==> src/source/issue_settings.svh <==
`ifndef ISSUE_SETTINGS_SVH
`define ISSUE_SETTINGS_SVH

// Integer and floating-point datapath widths.
`define XLEN 32
`define FLEN 64

`define REG_COUNT 32 // Entries in each register file.

// Instructions offered by the decoder per cycle.
`define ISSUE_WIDTH 2

`endif

==> src/source/riscv_pkg.sv <==
package riscv_pkg;

`include "issue_settings.svh"

    typedef logic [`XLEN-1:0] xword_t;
    typedef logic [`FLEN-1:0] fword_t;

    typedef logic [4:0] reg_addr_t; // Five-bit register index.

    // Integer x0 reads as zero.
    localparam reg_addr_t zero_addr = 5'd0;

    // Encoding of the mstatus FS field.
    typedef enum logic [1:0] {
        fs_off = 2'b00,
        fs_initial = 2'b01,
        fs_clean = 2'b10,
        fs_dirty = 2'b11
    } fs_state_t;

endpackage

==> src/source/hazard_detect.sv <==
`include "issue_settings.svh"

module hazard_detect
    import riscv_pkg::*;
(
    input logic clock,
    input logic reset,
    input logic d_valid [`ISSUE_WIDTH],
    input reg_addr_t d_raddr1 [`ISSUE_WIDTH],
    input reg_addr_t d_raddr2 [`ISSUE_WIDTH],
    input logic d_rden1 [`ISSUE_WIDTH],
    input logic d_rden2 [`ISSUE_WIDTH],
    input logic d_frden1 [`ISSUE_WIDTH],
    input logic d_frden2 [`ISSUE_WIDTH],
    input logic e_valid [`ISSUE_WIDTH],
    input logic e_load [`ISSUE_WIDTH],
    input logic e_fload [`ISSUE_WIDTH],
    input reg_addr_t e_waddr [`ISSUE_WIDTH],
    input logic stall_in,
    input logic flush,
    output logic issue_stall,
    output logic hazard
);

    function automatic logic reads_target(
        input logic en1,
        input reg_addr_t addr1,
        input logic en2,
        input reg_addr_t addr2,
        input reg_addr_t target
    );
        return (en1 && addr1 == target) || (en2 && addr2 == target);
    endfunction

    // Every decode slot against every execute slot.
    always_comb begin
        hazard = 1'b0;
        for (int d = 0; d < `ISSUE_WIDTH; d++) begin
            for (int e = 0; e < `ISSUE_WIDTH; e++) begin
                if (d_valid[d] && e_valid[e]) begin
                    if (e_load[e] && e_waddr[e] != zero_addr &&
                        reads_target(d_rden1[d], d_raddr1[d], d_rden2[d], d_raddr2[d],
                                     e_waddr[e])) begin
                        hazard = 1'b1; // Integer load-use.
                    end
                    if (e_fload[e] &&
                        reads_target(d_frden1[d], d_raddr1[d], d_frden2[d], d_raddr2[d],
                                     e_waddr[e])) begin
                        hazard = 1'b1; // FP load-use.
                    end
                end
            end
        end
    end

    assign issue_stall = (hazard || stall_in) && !flush;

    a_flush_releases: assert property (@(posedge clock) disable iff (!reset)
        flush |-> !issue_stall)
        else $error("hazard_detect: issue_stall raised during flush");

endmodule

==> config.mk <==
export PLATFORM = sky130hd
export DESIGN_NAME = hazard_detect
export DESIGN_NICKNAME = d
export VERILOG_FILES = /design/src/source/riscv_pkg.sv /design/src/source/hazard_detect.sv
export VERILOG_INCLUDE_DIRS = /design/src /design/src/source
export SDC_FILE = /design/constraint.sdc
export NUM_CORES = 1
export LEC_CHECK = 0
export BUFFER_PORTS_ARGS = -buffer_cell sky130_fd_sc_hd__buf_2
export CORE_AREA = 4 4 54 56
export DETAILED_ROUTE_END_ITERATION = 8
export DIE_AREA = 0 0 58 60
export MAX_ROUTING_LAYER = met4
export PLACE_DENSITY_LB_ADDON = 0.1
export REMOVE_ABC_BUFFERS = 1
export SYNTH_ARGS = -nofsm -noshare
export SYNTH_HDL_FRONTEND = slang
export SYNTH_SLANG_ARGS = --single-unit
==> constraint.sdc <==
create_clock -name vclk -period 2.34
set_input_delay 0.117 -clock vclk [all_inputs]
set_output_delay 0.117 -clock vclk [all_outputs]
set_load 0.005 [all_outputs]
==> results.toml <==
[drt]
drt_first_iter_violations = 22
wirelength_um = 2310
drc = 0
vias = 847
drt_first_pass_iters = 4
ant_nets = 0
detail_route.wl_per_cell_um = 13.5
avgViaCountPerCell = 4.95

[floorplan]
design.core.area_um2 = 2430
std_cell_rows = 18
initial_utilization_pct = 28.7
die_x_um = 58
io_pins = 52
die_h_um = 60
dieArea_um2 = 3480

[setup_path]
critPathMaxStageDelay_ns = 0.39
worstPathRequired_ns = 2.22
setup.worst_path.class = "primary input to primary output"
cp_data_arrival_time_ns = 1.77
crit_fanout = 5
cpMaxStageDelayCell = "or3_1"
crit_path_frequent_cell = "buf_2"
worst_setup_path_end_kind = "primary output"
worst_setup_path_start_kind = "primary input"
crit_chain = "buf_2 > or3_1 > o311a_1 > a32o_1 > a211oi_1 > a31oi_1 > buf_2"

[pwr]
ir_drop_uv = 80.0
p_leak_nw = 0.383
pwr_density_cell_nw_per_um2 = 186

[placed_design]
io_buffer_count = 50
place.gp.congestion = 0.777
postPlaceCellArea_um2 = 930
dp.cells = 171

[clock_tree]
cts_resized = 0
post_cts_buffers = 0
cts-hold-fix-buffers = 0

[global_route]
grt_use_met2_pct = 22.6
gr-usage-all-layers_pct = 13.5
grt_pass1_vias = 854
antenna_found_initial = 0
grt_max_degree = 6
globalRoute.busiestLayer = "met2"
grt_pass1_wl_um = 3640
grt_overflow = 0
grt_use_met3_pct = 1.73
use_met1_pct = 18.2

[layout]
stdcell_area_um2 = 930
drive_above_1_share_pct = 36.2
num_antenna_cells = 0
mostFrequentLayoutCells = "buf_2, xnor2_1, nand3_1"
ff_latch_area_um2 = 0
nClkBuffers = 0
fill_cells = 270
fin_cells = 171
fin_nets = 193
seq_cell_count = 0
area_delta_synth_final_pct = 33.4
layout_commonest_cell = "buf_2"

[timing]
drv_slew = 0
min_period_over_period_pct = 80.8
tns_ns = 0
worstMarginPinSlew_ns = 0.361
slew_headroom_pct = 75.3
setup_viol = 0
fin_crit_ns = 1.89
hold_violations = 0
fmax_mhz = 529
rsz0062_at_grt = "no"

[synthesis]
syn_inst = 101
synth_cell_types = 26
synth_top_area_share_pct = 44.0
avgSynthCellArea_um2 = 6.90
yosys.area.top_type = "xnor2_1"
syn_area_um2 = 697
ys_warn_count = 0
ys_top_cells_by_area = "xnor2_1, nand3_1, xor2_1, o22ai_1, nand2_1"
yosysSeqAreaShare_pct = 0

[run]
maxCapViolCount = 0

[worst_hold_path]
worstHoldStart = "flush"
holdPathEnd = "issue_stall"
hold_depth = 3
hold_class = "primary input to primary output"

[run_status]
status = "finished, final reports clean"
[area by class of cell]
type	instances	area, um^2	share of cell area, %
Inverter	1	3.75	0.404
Multi-Input combinational cell	90	638	68.6
Timing Repair Buffer	50	250	26.9
Tap cell	30	37.5	4.04
[per-stage QoR]
stage	hold WS [ns]	setup slack (ns)	total power, mW	util (%)
floorplan	0.262	0.877	0.0877	-
global placement	0.451	0.480	0.173	38.2
detailed placement	0.453	0.455	0.173	38.2
CTS	0.454	0.454	0.174	38.2
global route	0.477	0.349	0.191	38.2
finish	0.452	0.450	0.173	38.2
[power breakdown]
| part | internal, mW | switching (mW) | leakage, nW |
|---|---|---|---|
| clock network | 0 | 0 | 0 |
| logic | 0.0867 | 0.0858 | 0.383 |
| registers | 0 | 0 | 0 |
| total | 0.0867 | 0.0858 | 0.383 |
[critical path, delay by kind of cell]
kind	cells	cell delay, ns
and+or+nand+nor	1	0.39
AOI/OAI and AO/OA	4	0.98
buffers and inverters	2	0.29
[layer usage]
layer | up-vias | share of wire, %
li1 | 436 | -
met1 | 373 | 46
met2 | 36 | 46
met3 | 2 | 7.6
met4 | 0 | 0.52
met5 | - | 0
[logic make-up (layout without fill, tap and decap cells)]
logic type	Yosys count	count (layout)	share of synthesized area [%]
XOR/XNOR	40	40	50.3
AND/OR/NAND/NOR	34	34	24.4
AO/OA/AOI/OAI	16	16	16.9
buffers and inverters	11	51	8.44
[worst max-delay path by stage]
stage	from	to	slack [ns]	depth (start not counted)
detailed placement	e_waddr[7]	issue_stall	0.45	7
floorplan	e_waddr[7]	issue_stall	0.88	5
CTS	e_waddr[7]	issue_stall	0.45	7
finish	e_waddr[7]	issue_stall	0.45	7
global route	e_waddr[7]	issue_stall	0.35	7
global placement	e_waddr[7]	issue_stall	0.48	7
[cell usage after synthesis (all sizes together)]
cell type and instances:
o21ai 2, nand3 19, nand2 7, a41oi 1
xnor2 35, a32o 2, inv 1, a31oi 1
buf 4, nor2 1, or3 1, xor2 5
a211oi 1, o311a 1, a2111oi 1, o22ai 5
and3 2, nor4 1, a21oi 1, nand4 2
clkbuf 6, or4 1, o22a 1
No activity file was read; power rests on OpenSTA's default activity.
