**src/source/issue_settings.svh**
```systemverilog
`ifndef ISSUE_SETTINGS_SVH
`define ISSUE_SETTINGS_SVH

// Integer and floating-point datapath widths.
`define XLEN 32
`define FLEN 64

`define REG_COUNT 32 // Entries in each register file.

// Instructions offered by the decoder per cycle.
`define ISSUE_WIDTH 2

`endif

```
**src/source/pipeline_pkg.sv**
```systemverilog
package pipeline_pkg;

    typedef logic [0:0] slot_t; // Index within an issue pair.

    // Where an operand was taken from.
    typedef enum logic [1:0] {
        from_file = 2'd0,
        from_writeback = 2'd1,
        from_execute = 2'd2
    } bypass_source_t;

endpackage

```
**src/source/riscv_pkg.sv**
```systemverilog
package riscv_pkg;

`include "issue_settings.svh"

    typedef logic [`XLEN-1:0] xword_t;
    typedef logic [`FLEN-1:0] fword_t;

    typedef logic [4:0] reg_addr_t; // Five-bit register index.

    // Integer x0 reads as zero.
    localparam reg_addr_t zero_addr = 5'd0;

    // Encoding of the mstatus FS field.
    typedef enum logic [1:0] {
        fs_off = 2'b00,
        fs_initial = 2'b01,
        fs_clean = 2'b10,
        fs_dirty = 2'b11
    } fs_state_t;

endpackage

```
**src/source/operand_bypass.sv**
```systemverilog
`include "issue_settings.svh"

module operand_bypass
    import riscv_pkg::*;
    import pipeline_pkg::*;
#(
    parameter type word_t = xword_t
) (
    input reg_addr_t raddr,
    input word_t file_data,
    input logic e_wren [`ISSUE_WIDTH],
    input reg_addr_t e_waddr [`ISSUE_WIDTH],
    input word_t e_data [`ISSUE_WIDTH],
    input logic w_wren [`ISSUE_WIDTH],
    input reg_addr_t w_waddr [`ISSUE_WIDTH],
    input word_t w_data [`ISSUE_WIDTH],
    input logic zero_reg,
    output word_t data,
    output bypass_source_t source
);

    localparam slot_t older = 1'b0;
    localparam slot_t newer = 1'b1;

    logic e_hit [`ISSUE_WIDTH];
    logic w_hit [`ISSUE_WIDTH];

    always_comb begin
        for (int s = 0; s < `ISSUE_WIDTH; s++) begin
            e_hit[s] = e_wren[s] && (e_waddr[s] == raddr);
            w_hit[s] = w_wren[s] && (w_waddr[s] == raddr);
        end
    end

    // Youngest result first.
    always_comb begin
        data = file_data;
        source = from_file;
        if (zero_reg && raddr == zero_addr) begin
            data = '0; // Never forwarded.
        end else if (e_hit[newer]) begin
            data = e_data[newer];
            source = from_execute;
        end else if (e_hit[older]) begin
            data = e_data[older];
            source = from_execute;
        end else if (w_hit[newer]) begin
            data = w_data[newer];
            source = from_writeback;
        end else if (w_hit[older]) begin
            data = w_data[older];
            source = from_writeback;
        end
    end

endmodule

```
**config.mk**
```make
export PLATFORM = sky130hd
export DESIGN_NAME = operand_bypass
export DESIGN_NICKNAME = d
export VERILOG_FILES = /design/src/source/pipeline_pkg.sv /design/src/source/riscv_pkg.sv /design/src/source/operand_bypass.sv
export VERILOG_INCLUDE_DIRS = /design/src /design/src/source
export SDC_FILE = /design/constraint.sdc
export NUM_CORES = 1
export LEC_CHECK = 0
export ABC_CLOCK_PERIOD_IN_PS = 1300
export BUFFER_PORTS_ARGS = -buffer_cell sky130_fd_sc_hd__buf_2
export CAP_MARGIN = 20
export CORE_MARGIN = 8
export CORE_UTILIZATION = 30
export DETAILED_ROUTE_END_ITERATION = 7
export PLACE_DENSITY = 0.91
export SLEW_MARGIN = 5
export SYNTH_ARGS = -nofsm -noshare
export SYNTH_HDL_FRONTEND = slang
export SYNTH_SLANG_ARGS = --single-unit
export TNS_END_PERCENT = 100
```
**constraint.sdc**
```tcl
create_clock -name vclk -period 1.3
set_clock_uncertainty 0.15 [all_clocks]
set_input_delay 0 -clock vclk [all_inputs]
set_output_delay 0 -clock vclk [all_outputs]
set_load 0.005 [all_outputs]
```
==> flow_summary.json <==
{
  "grt_first_pass_wirelength_um": 15000,
  "detailedRoute.firstPassIterationCount": 7,
  "gp_congestion": 0.918,
  "worst_ir_drop_vdd_mv": 0.163,
  "die_height_um": 91.4,
  "power_per_unit_of_standard_cell_area_mw_per_mm2": 290,
  "leading_cell_types_in_the_layout_fill_and_taps_excluded": "sky130_fd_sc_hd__buf_2, sky130_fd_sc_hd__inv_1, sky130_fd_sc_hd__o221ai_1, sky130_fd_sc_hd__a221oi_2, sky130_fd_sc_hd__mux2i_1",
  "run_status": "complete, but fails checks",
  "rsz_0062_raised_after_global_routing": "yes",
  "final-seq-area_um2": 0,
  "flops_and_latches": 0,
  "fin_nets": 603,
  "critPathKind": "input port to output port",
  "whs_path_depth": 4,
  "leading_cell_type_in_the_layout_fill_and_taps_excluded": "sky130_fd_sc_hd__buf_2",
  "filler_cells_inserted": 455,
  "detail_route.wl_per_cell_um": 20.3,
  "area_added_between_synthesis_and_finish_pct": 95.3,
  "timing_worst_slew_pin_value_ns": 0.324,
  "placementRows": 27,
  "final.clkbuf_count": 0,
  "synth_compound_area_frac": 0.461,
  "coreArea_mm2": 0.00551,
  "finalCriticalPeriod_ns": 1.75,
  "place.detailed.hpwl_um": 7680,
  "synth.cell_area_mm2": 0.00171,
  "worst-path-max-fanout": 9,
  "synthXorXnorAreaFrac": 0.107,
  "diodes": 0,
  "synth_simple_gate_area_frac": 0.0616,
  "hold_path_end": "data[18]",
  "yosys_warnings": 0,
  "static-leakage-power_nw": 1.68,
  "drv_cap": 0,
  "timing_limited_maximum_frequency_ghz": 0.570,
  "i_o_pin_total": 224,
  "required_ns": 1.15,
  "detail_route.wirelength_um": 9780,
  "ant_nets": 0,
  "hold_violation_count_in_the_final_report": 0,
  "layout-drive-gt1-share": 0.749,
  "worstSetupEndpointType": "output port",
  "violated_checks": "negative setup slack",
  "port-buffer-count": 224,
  "power_after_layout_w": 0.000966,
  "timing_max_transition_violations_final": 0,
  "finalWorstSetupSlack_ns": -0.453,
  "post_synth_inst_count": 191,
  "netlist-cell-type-count": 27,
  "synth_fp_nets": 381,
  "detail_route.iter0.violations": 98,
  "worst_setup_path_startpoint": "raddr[4]",
  "adder_cell_share_of_the_synthesized_area": 0,
  "ctsHoldBuffers": 0,
  "grt_antenna_before_repair": 0,
  "slew_headroom": 0.783,
  "cp.arrival_ns": 1.60,
  "detailedPlace.worstSlack_ns": -0.469,
  "pin_count_of_the_biggest_net_entering_global_routing": 35,
  "design.die.area_mm2": 0.00835,
  "drt-vias-per-instance": 5.48,
  "start_util": 0.310,
  "dominant_combinational_cell_family_by_area_after_synthesis": "compound AO/OA/AOI/OAI gates",
  "gr-usage-all-layers": 0.213,
  "worst_hold_startpoint": "w_data[18]",
  "vias": 2646,
  "critPathLaunchType": "input port",
  "floorplan.die.width_um": 91.4,
  "worst_hold_path_type": "input port to output port",
  "final.period_utilization": 1.35,
  "first_global_vias": 3023,
  "globalRoute.totalOverflow": 0,
  "finalSetupViolations": 34,
  "yosysSeqAreaShare": 0,
  "synth.avg_cell_area_um2": 8.93,
  "drt_drc_violations_left": 0,
  "synth.area.mux_share": 0.188
}
[per-layer routing]
layer | part of all wire | GRT usage | up-vias
met5 | 0 | 0 | -
met4 | 0.029 | 0.0737 | 0
met3 | 0.076 | 0.0576 | 30
met2 | 0.55 | 0.426 | 176
met1 | 0.34 | 0.200 | 1241
li1 | - | - | 1199
[where the power goes]
group          internal, W  switching, W
logic             0.000554      0.000412
clock network            0             0
registers                0             0
[through the flow]
stage | util | hold slack, ns | instances | instance area (um^2) | setup TNS, ns
after global routing | 0.605 | 0.190 | 483 | 3330 | -15.36
final | 0.605 | 0.177 | 483 | 3330 | -12.13
after detailed placement | 0.538 | 0.177 | 474 | 2960 | -13.02
after CTS | 0.596 | 0.179 | 483 | 3280 | -12.17
after global placement | 0.538 | 0.172 | 474 | 2960 | -11.09
after floorplan | - | -0.0457 | 191 | 1780 | -3.18
[cells in the mapped netlist]
master,n,area share
sky130_fd_sc_hd__nor2b_2,1,0.0051
sky130_fd_sc_hd__o221ai_1,32,0.16
sky130_fd_sc_hd__nor4_1,3,0.011
sky130_fd_sc_hd__xor2_2,1,0.0095
sky130_fd_sc_hd__buf_2,12,0.035
sky130_fd_sc_hd__nand4_1,1,0.0037
sky130_fd_sc_hd__clkbuf_1,4,0.0088
sky130_fd_sc_hd__or2_1,1,0.0037
sky130_fd_sc_hd__nand3b_1,1,0.0044
sky130_fd_sc_hd__inv_1,32,0.070
sky130_fd_sc_hd__and2_1,1,0.0037
sky130_fd_sc_hd__and2_0,1,0.0037
sky130_fd_sc_hd__nand2_1,1,0.0022
sky130_fd_sc_hd__xor2_1,11,0.056
sky130_fd_sc_hd__xnor2_1,8,0.041
sky130_fd_sc_hd__buf_6,3,0.020
sky130_fd_sc_hd__o21ai_0,1,0.0029
sky130_fd_sc_hd__a221oi_1,2,0.010
sky130_fd_sc_hd__and3_1,2,0.0073
sky130_fd_sc_hd__a2bb2o_4,1,0.012
sky130_fd_sc_hd__buf_12,3,0.035
sky130_fd_sc_hd__buf_4,3,0.013
sky130_fd_sc_hd__o211ai_2,1,0.0073
sky130_fd_sc_hd__mux2i_1,32,0.19
sky130_fd_sc_hd__nor2_1,2,0.0044
sky130_fd_sc_hd__a221oi_2,30,0.26
sky130_fd_sc_hd__nor4_4,1,0.012
[final cells by class]
type / instances / area [um^2] / share of cell area
Inverter: 32 / 120 / 0.0361
Multi-Input combinational cell: 134 / 1590 / 0.478
Tap cell: 72 / 90.1 / 0.0270
Timing Repair Buffer: 245 / 1530 / 0.459
[cells by family after synthesis]
group	Yosys count
AOI/OAI and AO/OA	67
xor gates and xnor gates	20
buffers and inverters	57
muxes	32
and+or+nand+nor	15
[what timing repair did]
item                                    CTS  global route
gates resized for setup                  39            14
gates cloned                              3             1
pin swaps                                27            18
setup buffers                             6             1
endpoints found under the setup margin   34            34
[critical path: stages]
cell,delay [ns]
sky130_fd_sc_hd__buf_6,0.12
sky130_fd_sc_hd__xor2_2,0.13
sky130_fd_sc_hd__nor4_1,0.29
sky130_fd_sc_hd__and3_4,0.32
sky130_fd_sc_hd__buf_12,0.17
sky130_fd_sc_hd__mux2i_1,0.31
sky130_fd_sc_hd__a221oi_4,0.11
sky130_fd_sc_hd__buf_2,0.15
[worst max-delay path by stage]
| stage | end | slack (ns) | depth (start not counted) |
|---|---|---|---|
| after detailed placement | data[0] | -0.47 | 8 |
| after floorplan | data[10] | -0.11 | 8 |
| final | data[11] | -0.45 | 8 |
| after CTS | data[17] | -0.41 | 9 |
| after global placement | data[0] | -0.40 | 8 |
| after global routing | data[11] | -0.53 | 9 |
Power figures use the tool's default switching activity.
