`config.mk`:
```
export PLATFORM = sky130hd
export DESIGN_NAME = issue_stage
export DESIGN_NICKNAME = d
export VERILOG_FILES = /design/src/source/pipeline_pkg.sv /design/src/source/riscv_pkg.sv /design/src/source/issue_stage.sv
export VERILOG_INCLUDE_DIRS = /design/src /design/src/source
export SDC_FILE = /design/constraint.sdc
export NUM_CORES = 1
export LEC_CHECK = 0
export ABC_CLOCK_PERIOD_IN_PS = 72700
export CAP_MARGIN = 30
export CORE_AREA = 3 3 376 378
export DETAILED_ROUTE_END_ITERATION = 8
export DIE_AREA = 0 0 379 381
export DONT_BUFFER_PORTS = 1
export PLACE_DENSITY = 0.3
export SLEW_MARGIN = 20
export SYNTH_ARGS = -nofsm -noshare
export SYNTH_HDL_FRONTEND = slang
export SYNTH_SLANG_ARGS = --single-unit
```
`constraint.sdc`:
```
create_clock -name clock -period 72.7 [get_ports clock]
set_input_delay 10.905 -clock clock [delete_from_list [all_inputs] [get_ports clock]]
set_output_delay 10.905 -clock clock [all_outputs]
set_load 0.05 [all_outputs]
```
`src/source/issue_settings.svh`:
```
`ifndef ISSUE_SETTINGS_SVH
`define ISSUE_SETTINGS_SVH

// Integer and floating-point datapath widths.
`define XLEN 32
`define FLEN 64

`define REG_COUNT 32 // Entries in each register file.

// Instructions offered by the decoder per cycle.
`define ISSUE_WIDTH 2

`endif

```
`src/source/pipeline_pkg.sv`:
```
package pipeline_pkg;

    typedef logic [0:0] slot_t; // Index within an issue pair.

    // Where an operand was taken from.
    typedef enum logic [1:0] {
        from_file = 2'd0,
        from_writeback = 2'd1,
        from_execute = 2'd2
    } bypass_source_t;

endpackage

```
`src/source/riscv_pkg.sv`:
```
package riscv_pkg;

`include "issue_settings.svh"

    typedef logic [`XLEN-1:0] xword_t;
    typedef logic [`FLEN-1:0] fword_t;

    typedef logic [4:0] reg_addr_t; // Five-bit register index.

    // Integer x0 reads as zero.
    localparam reg_addr_t zero_addr = 5'd0;

    // Encoding of the mstatus FS field.
    typedef enum logic [1:0] {
        fs_off = 2'b00,
        fs_initial = 2'b01,
        fs_clean = 2'b10,
        fs_dirty = 2'b11
    } fs_state_t;

endpackage

```
`src/source/issue_stage.sv`:
```
`include "issue_settings.svh"

module issue_stage
    import riscv_pkg::*;
    import pipeline_pkg::*;
(
    input logic clock,
    input logic reset,
    input logic d_valid [`ISSUE_WIDTH],
    input xword_t d_pc [`ISSUE_WIDTH],
    input reg_addr_t d_raddr1 [`ISSUE_WIDTH],
    input reg_addr_t d_raddr2 [`ISSUE_WIDTH],
    input reg_addr_t d_waddr [`ISSUE_WIDTH],
    input logic d_rden1 [`ISSUE_WIDTH],
    input logic d_rden2 [`ISSUE_WIDTH],
    input logic d_frden1 [`ISSUE_WIDTH],
    input logic d_frden2 [`ISSUE_WIDTH],
    input logic d_wren [`ISSUE_WIDTH],
    input logic d_fwren [`ISSUE_WIDTH],
    input logic d_load [`ISSUE_WIDTH],
    input logic d_fload [`ISSUE_WIDTH],
    input logic d_fp_op [`ISSUE_WIDTH],
    input xword_t rdata1 [`ISSUE_WIDTH],
    input xword_t rdata2 [`ISSUE_WIDTH],
    input fword_t frdata1 [`ISSUE_WIDTH],
    input fword_t frdata2 [`ISSUE_WIDTH],
    input bypass_source_t rsource [2*`ISSUE_WIDTH],
    input logic hazard,
    input logic stall_in,
    input logic flush,
    input fs_state_t fs,
    output logic q_valid [`ISSUE_WIDTH],
    output xword_t q_pc [`ISSUE_WIDTH],
    output reg_addr_t q_waddr [`ISSUE_WIDTH],
    output logic q_wren [`ISSUE_WIDTH],
    output logic q_fwren [`ISSUE_WIDTH],
    output logic q_load [`ISSUE_WIDTH],
    output logic q_fload [`ISSUE_WIDTH],
    output logic q_fp_op [`ISSUE_WIDTH],
    output xword_t q_rdata1 [`ISSUE_WIDTH],
    output xword_t q_rdata2 [`ISSUE_WIDTH],
    output fword_t q_frdata1 [`ISSUE_WIDTH],
    output fword_t q_frdata2 [`ISSUE_WIDTH]
);

    logic fp_on;
    logic accept;
    logic take [`ISSUE_WIDTH];

    assign fp_on = (fs != fs_off);
    assign accept = !stall_in && !hazard && !flush; // Pair moves on.

    always_comb begin
        for (int i = 0; i < `ISSUE_WIDTH; i++) begin
            take[i] = d_valid[i] && !hazard;
        end
    end

    // Control flags, a bubble under hazard.
    always_ff @(posedge clock) begin
        for (int i = 0; i < `ISSUE_WIDTH; i++) begin
            if (!reset || flush) begin
                q_valid[i] <= 1'b0;
                q_wren[i] <= 1'b0;
                q_fwren[i] <= 1'b0;
                q_load[i] <= 1'b0;
                q_fload[i] <= 1'b0;
                q_fp_op[i] <= 1'b0;
            end else if (!stall_in) begin
                q_valid[i] <= take[i];
                q_wren[i] <= take[i] && d_wren[i];
                q_fwren[i] <= take[i] && fp_on && d_fwren[i];
                q_load[i] <= take[i] && d_load[i];
                q_fload[i] <= take[i] && fp_on && d_fload[i];
                q_fp_op[i] <= take[i] && fp_on && d_fp_op[i];
            end
        end
    end

    // Payload only moves with an accepted pair.
    always_ff @(posedge clock) begin
        if (accept) begin
            for (int i = 0; i < `ISSUE_WIDTH; i++) begin
                q_pc[i] <= d_pc[i];
                q_waddr[i] <= d_waddr[i];
                q_rdata1[i] <= d_rden1[i] ? rdata1[i] : '0;
                q_rdata2[i] <= d_rden2[i] ? rdata2[i] : '0;
                // FPU off reads as zero.
                q_frdata1[i] <= (fp_on && d_frden1[i]) ? frdata1[i] : '0;
                q_frdata2[i] <= (fp_on && d_frden2[i]) ? frdata2[i] : '0;
            end
        end
    end

    for (genvar s = 0; s < `ISSUE_WIDTH; s++) begin : g_check
        a_flush_bubble: assert property (@(posedge clock) disable iff (!reset)
            flush |=> !q_valid[s])
            else $error("issue_stage: slot %0d valid after flush", s);

        // Integer x0 never arrives through a bypass path.
        a_zero_from_file: assert property (@(posedge clock) disable iff (!reset)
            accept && d_valid[s] |->
                (d_raddr1[s] != zero_addr || rsource[2*s] == from_file) &&
                (d_raddr2[s] != zero_addr || rsource[2*s+1] == from_file))
            else $error("issue_stage: slot %0d took x0 from a bypass", s);
    end

endmodule

```
==> implementation parameters <==
Parameter                              Value

Min path
  HP Start ... q_load[1]
  Worst min path class ... flop to flop

Route
  Initial drt markers ... between 300 and 400
  Routed via count divided by cell count ... between 2 and 3
  DRC viols ... 0
  Number of vias in the routed layout ... around 8100
  Post-Route WL ... about 66000 um
  Pre-antenna DRT Iters ... 4
  ANT nets after route ... 0
  Final routed wire length divided by cell count ... 23.4 um

STA
  Portion of the clock cycle consumed by the worst path in the final layout ... 0.188
  Setup Viol. Count Final ... 0
  Final sum of negative setup slack ... 0 ns
  Worst relative slew slack ... 0.344
  Number of endpoints with negative hold slack in the final report ... 0
  Clock skew after layout ... 0 ns
  Worst slew pin tran ... ~0.98 ns
  Number of pins with negative max-slew slack in the final report ... 0
  Fmax ... 73.2 MHz
  Final critical delay including setup and external delays ... 13.66 ns
  Unrepaired setup endpoints after global routing ... false

Clock tree
  Number of buffers between clock root and the deepest sink ... 3
  Clock sink total ... 470
  TritonCTS clock tree ... yes
  Clock root buffer master ... sky130_fd_sc_hd__clkbuf_16
  Clk slew on worst S/H paths ... 0.06 ns
  Clock buffers created by TritonCTS ... 56
  Clock insertion delay at the later pin of the skew report ... around 0.62 ns
  Hold-fix buffers, CTS ... 0
  Buffers inserted by post-CTS timing repair ... 0
  Gates resized, CTS repair ... 0
  Number of H-tree levels ... 2

Critical path
  Critical Path AT ... 13.90 ns
  Start of the worst register-to-register path ... q_fwren[1]
  Data required time at the worst endpoint ... 72.94 ns
  Crit path from ... stall_in
  Setup slack, reg-to-reg ... between 70 and 80 ns
  Crit end category ... flop
  Type of the setup path with the least slack ... input pin to flop
  Startpoint type of the worst setup path ... input pin
  Crit path max fanout ... slightly below 70

Placed design
  Detailed placement HPWL ... around 53000 um
  Cell Count Post-Placement ... 2696
  Number of I/O port buffers ... 0
  Area after DPL ... 19100 um^2
  RePlAce Congestion ... slightly below 0.8

Outcome
  Run status ... completed

Floorplan
  Die width ... around 380 um
  Number of top-level pins ... about 980
  Height of the die ... 381 um
  Number of placement rows ... around 140
  Area enclosed by the die boundary ... between 100000 and 150000 um^2
  CORE AREA ... approximately 140000 um^2
  Initial standard-cell utilization of the core ... 0.122

Global route
  Largest net degree at the start of global routing ... 144
  Total global-route track usage ... 0.0864
  Overflow left after global routing ... 0
  First-pass GRT wire length ... a little over 80000 um
  Number of antenna violations at the first check in global routing ... 61
  Vias in the first global route ... roughly 8500

Final layout
  Total of fill cells in the finished design ... roughly 15000
  Post-layout instance area ... 20900 um^2
  Relative area change from synthesis to final layout ... 23.9%
  Fraction of layout instances using a drive strength above 1 ... 0.0994
  NumNets Final ... 1473
  Non-filler instance count after layout ... approximately 2800

Synthesis
  Post-synthesis cell count ... 931
  Count of state elements after synthesis ... 470
  Post-Synthesis Net Count ... approximately 1400
  Number of unique standard cell types used by synthesis ... 21
  Warnings, synthesis ... 0
  Synthesized cell area ... between 15000 and 20000 um^2
  Sequential element share of the synthesized area ... 0.832
  Mean post-synth cell area ... 18.1 um^2

Pwr
  Power density over the cells ... between 30 and 40 nW/um^2
  Total leakage power ... approximately 0.0060 uW
  VDD IR-drop max ... about 0.016 mV

Flow run
  Max-cap violations ... 0
## kinds of logic (layout without fill, tap and decap cells)
family,count (synthesis),count (layout),synth area share
buffers and inverters,42,117,0.0119
multiplexers,2,2,0.00119
other,0,13,0
AND/OR/NAND/NOR,407,407,0.151
flip-flops,470,470,0.832
AO/OA/AOI/OAI,10,10,0.00454
## cell usage in the layout (no fill, tap or decap), drive strengths merged, types with 6 or more instances in the layout
cell / synthesis / layout
and2: 384 / 384
clkbuf: 36 / 72
a22o: 6 / 6
edfxtp: 458 / 458
dfxtp: 12 / 12
buf: 5 / 12
diode: 0 / 13
nor2b: 6 / 6
clkinv: 0 / 20
## per-layer routing
| metal | routed length (um) | vias to the layer above | global-route usage |
|---|---|---|---|
| met5 | 144 | - | 0 |
| met4 | 2110 | 24 | 0.0259 |
| met3 | 9040 | 170 | 0.0501 |
| met2 | 33500 | 644 | 0.154 |
| met1 | 20900 | 3835 | 0.0832 |
| li1 | - | 3378 | - |
## final timing paths
path / to / cells past startpoint
max: q_rdata2[35] / 5
min reg2reg: q_load[1] / 2
min: q_load[1] / 2
max reg2reg: q_fwren[1] / 1
## registers in the layout, indices dropped and copies added (netlist names)
name / cells
q_load: 2
q_fwren: 2
q_pc: 64
q_rdata2: 64
q_frdata2: 128
q_waddr: 10
q_frdata1: 128
q_valid: 2
q_rdata1: 64
q_fp_op: 2
q_wren: 2
q_fload: 2
## Yosys cell counts
cell type                  instances  area [um^2]
sky130_fd_sc_hd__a21oi_1           4         20.0
sky130_fd_sc_hd__a22o_1            3         26.3
sky130_fd_sc_hd__a22o_2            3         30.0
sky130_fd_sc_hd__and2_1          384         2400
sky130_fd_sc_hd__and4bb_1          1         12.5
sky130_fd_sc_hd__and4bb_2          1         12.5
sky130_fd_sc_hd__buf_2             4         20.0
sky130_fd_sc_hd__buf_6             1         11.3
sky130_fd_sc_hd__clkbuf_1         12         45.0
sky130_fd_sc_hd__clkbuf_2         24          120
sky130_fd_sc_hd__dfxtp_1          12          240
sky130_fd_sc_hd__edfxtp_1        458        13800
sky130_fd_sc_hd__inv_2             1         3.75
sky130_fd_sc_hd__mux2i_1           2         20.0
sky130_fd_sc_hd__nand2_1           4         15.0
sky130_fd_sc_hd__nand2b_1          1         6.26
sky130_fd_sc_hd__nand3_1           4         20.0
sky130_fd_sc_hd__nor2_1            3         11.3
sky130_fd_sc_hd__nor2_2            2         12.5
sky130_fd_sc_hd__nor2b_1           6         37.5
sky130_fd_sc_hd__nor3_1            1         5.00
## power breakdown
part | leakage (uW) | internal (uW) | switching [uW]
sequential | 0.00390 | 313 | 50.5
clock | 0.000845 | 158 | 114
combinational | 0.00123 | 6.58 | 10.5
## metrics by stage
| stage | util | setup slack (ns) | hold WS (ns) | power (uW) |
|---|---|---|---|---|
| 2_1_floorplan | - | 28.58 | 0.681 | 385 |
| 3_3_place_gp | 0.138 | 58.45 | 0.783 | 387 |
| 3_5_place_dp | 0.138 | 58.38 | 0.780 | 387 |
| 4_1_cts | 0.151 | 59.07 | 0.789 | 667 |
| 5_1_grt | 0.151 | 58.82 | 0.821 | 680 |
| 6_report | 0.151 | 59.04 | 0.770 | 652 |
## worst max-delay path, stage by stage
cell and delay (ns):
sky130_fd_sc_hd__nor3_2 0.19, sky130_fd_sc_hd__buf_4 0.33, sky130_fd_sc_hd__buf_4 0.64, sky130_fd_sc_hd__buf_4 0.78, sky130_fd_sc_hd__buf_4 0.80
## layout make-up
type	count	area [um^2]	area share
Timing Repair Buffer	12	155	0.00744
Multi-Input combinational cell	419	2670	0.128
Sequential cell	470	14000	0.671
Antenna cell	13	32.5	0.00156
Clock buffer	72	1480	0.0711
Clock inverter	32	272	0.0130
Inverter	1	3.75	0.000180
Tap cell	1794	2240	0.108
(Power assumes the default switching activity.)
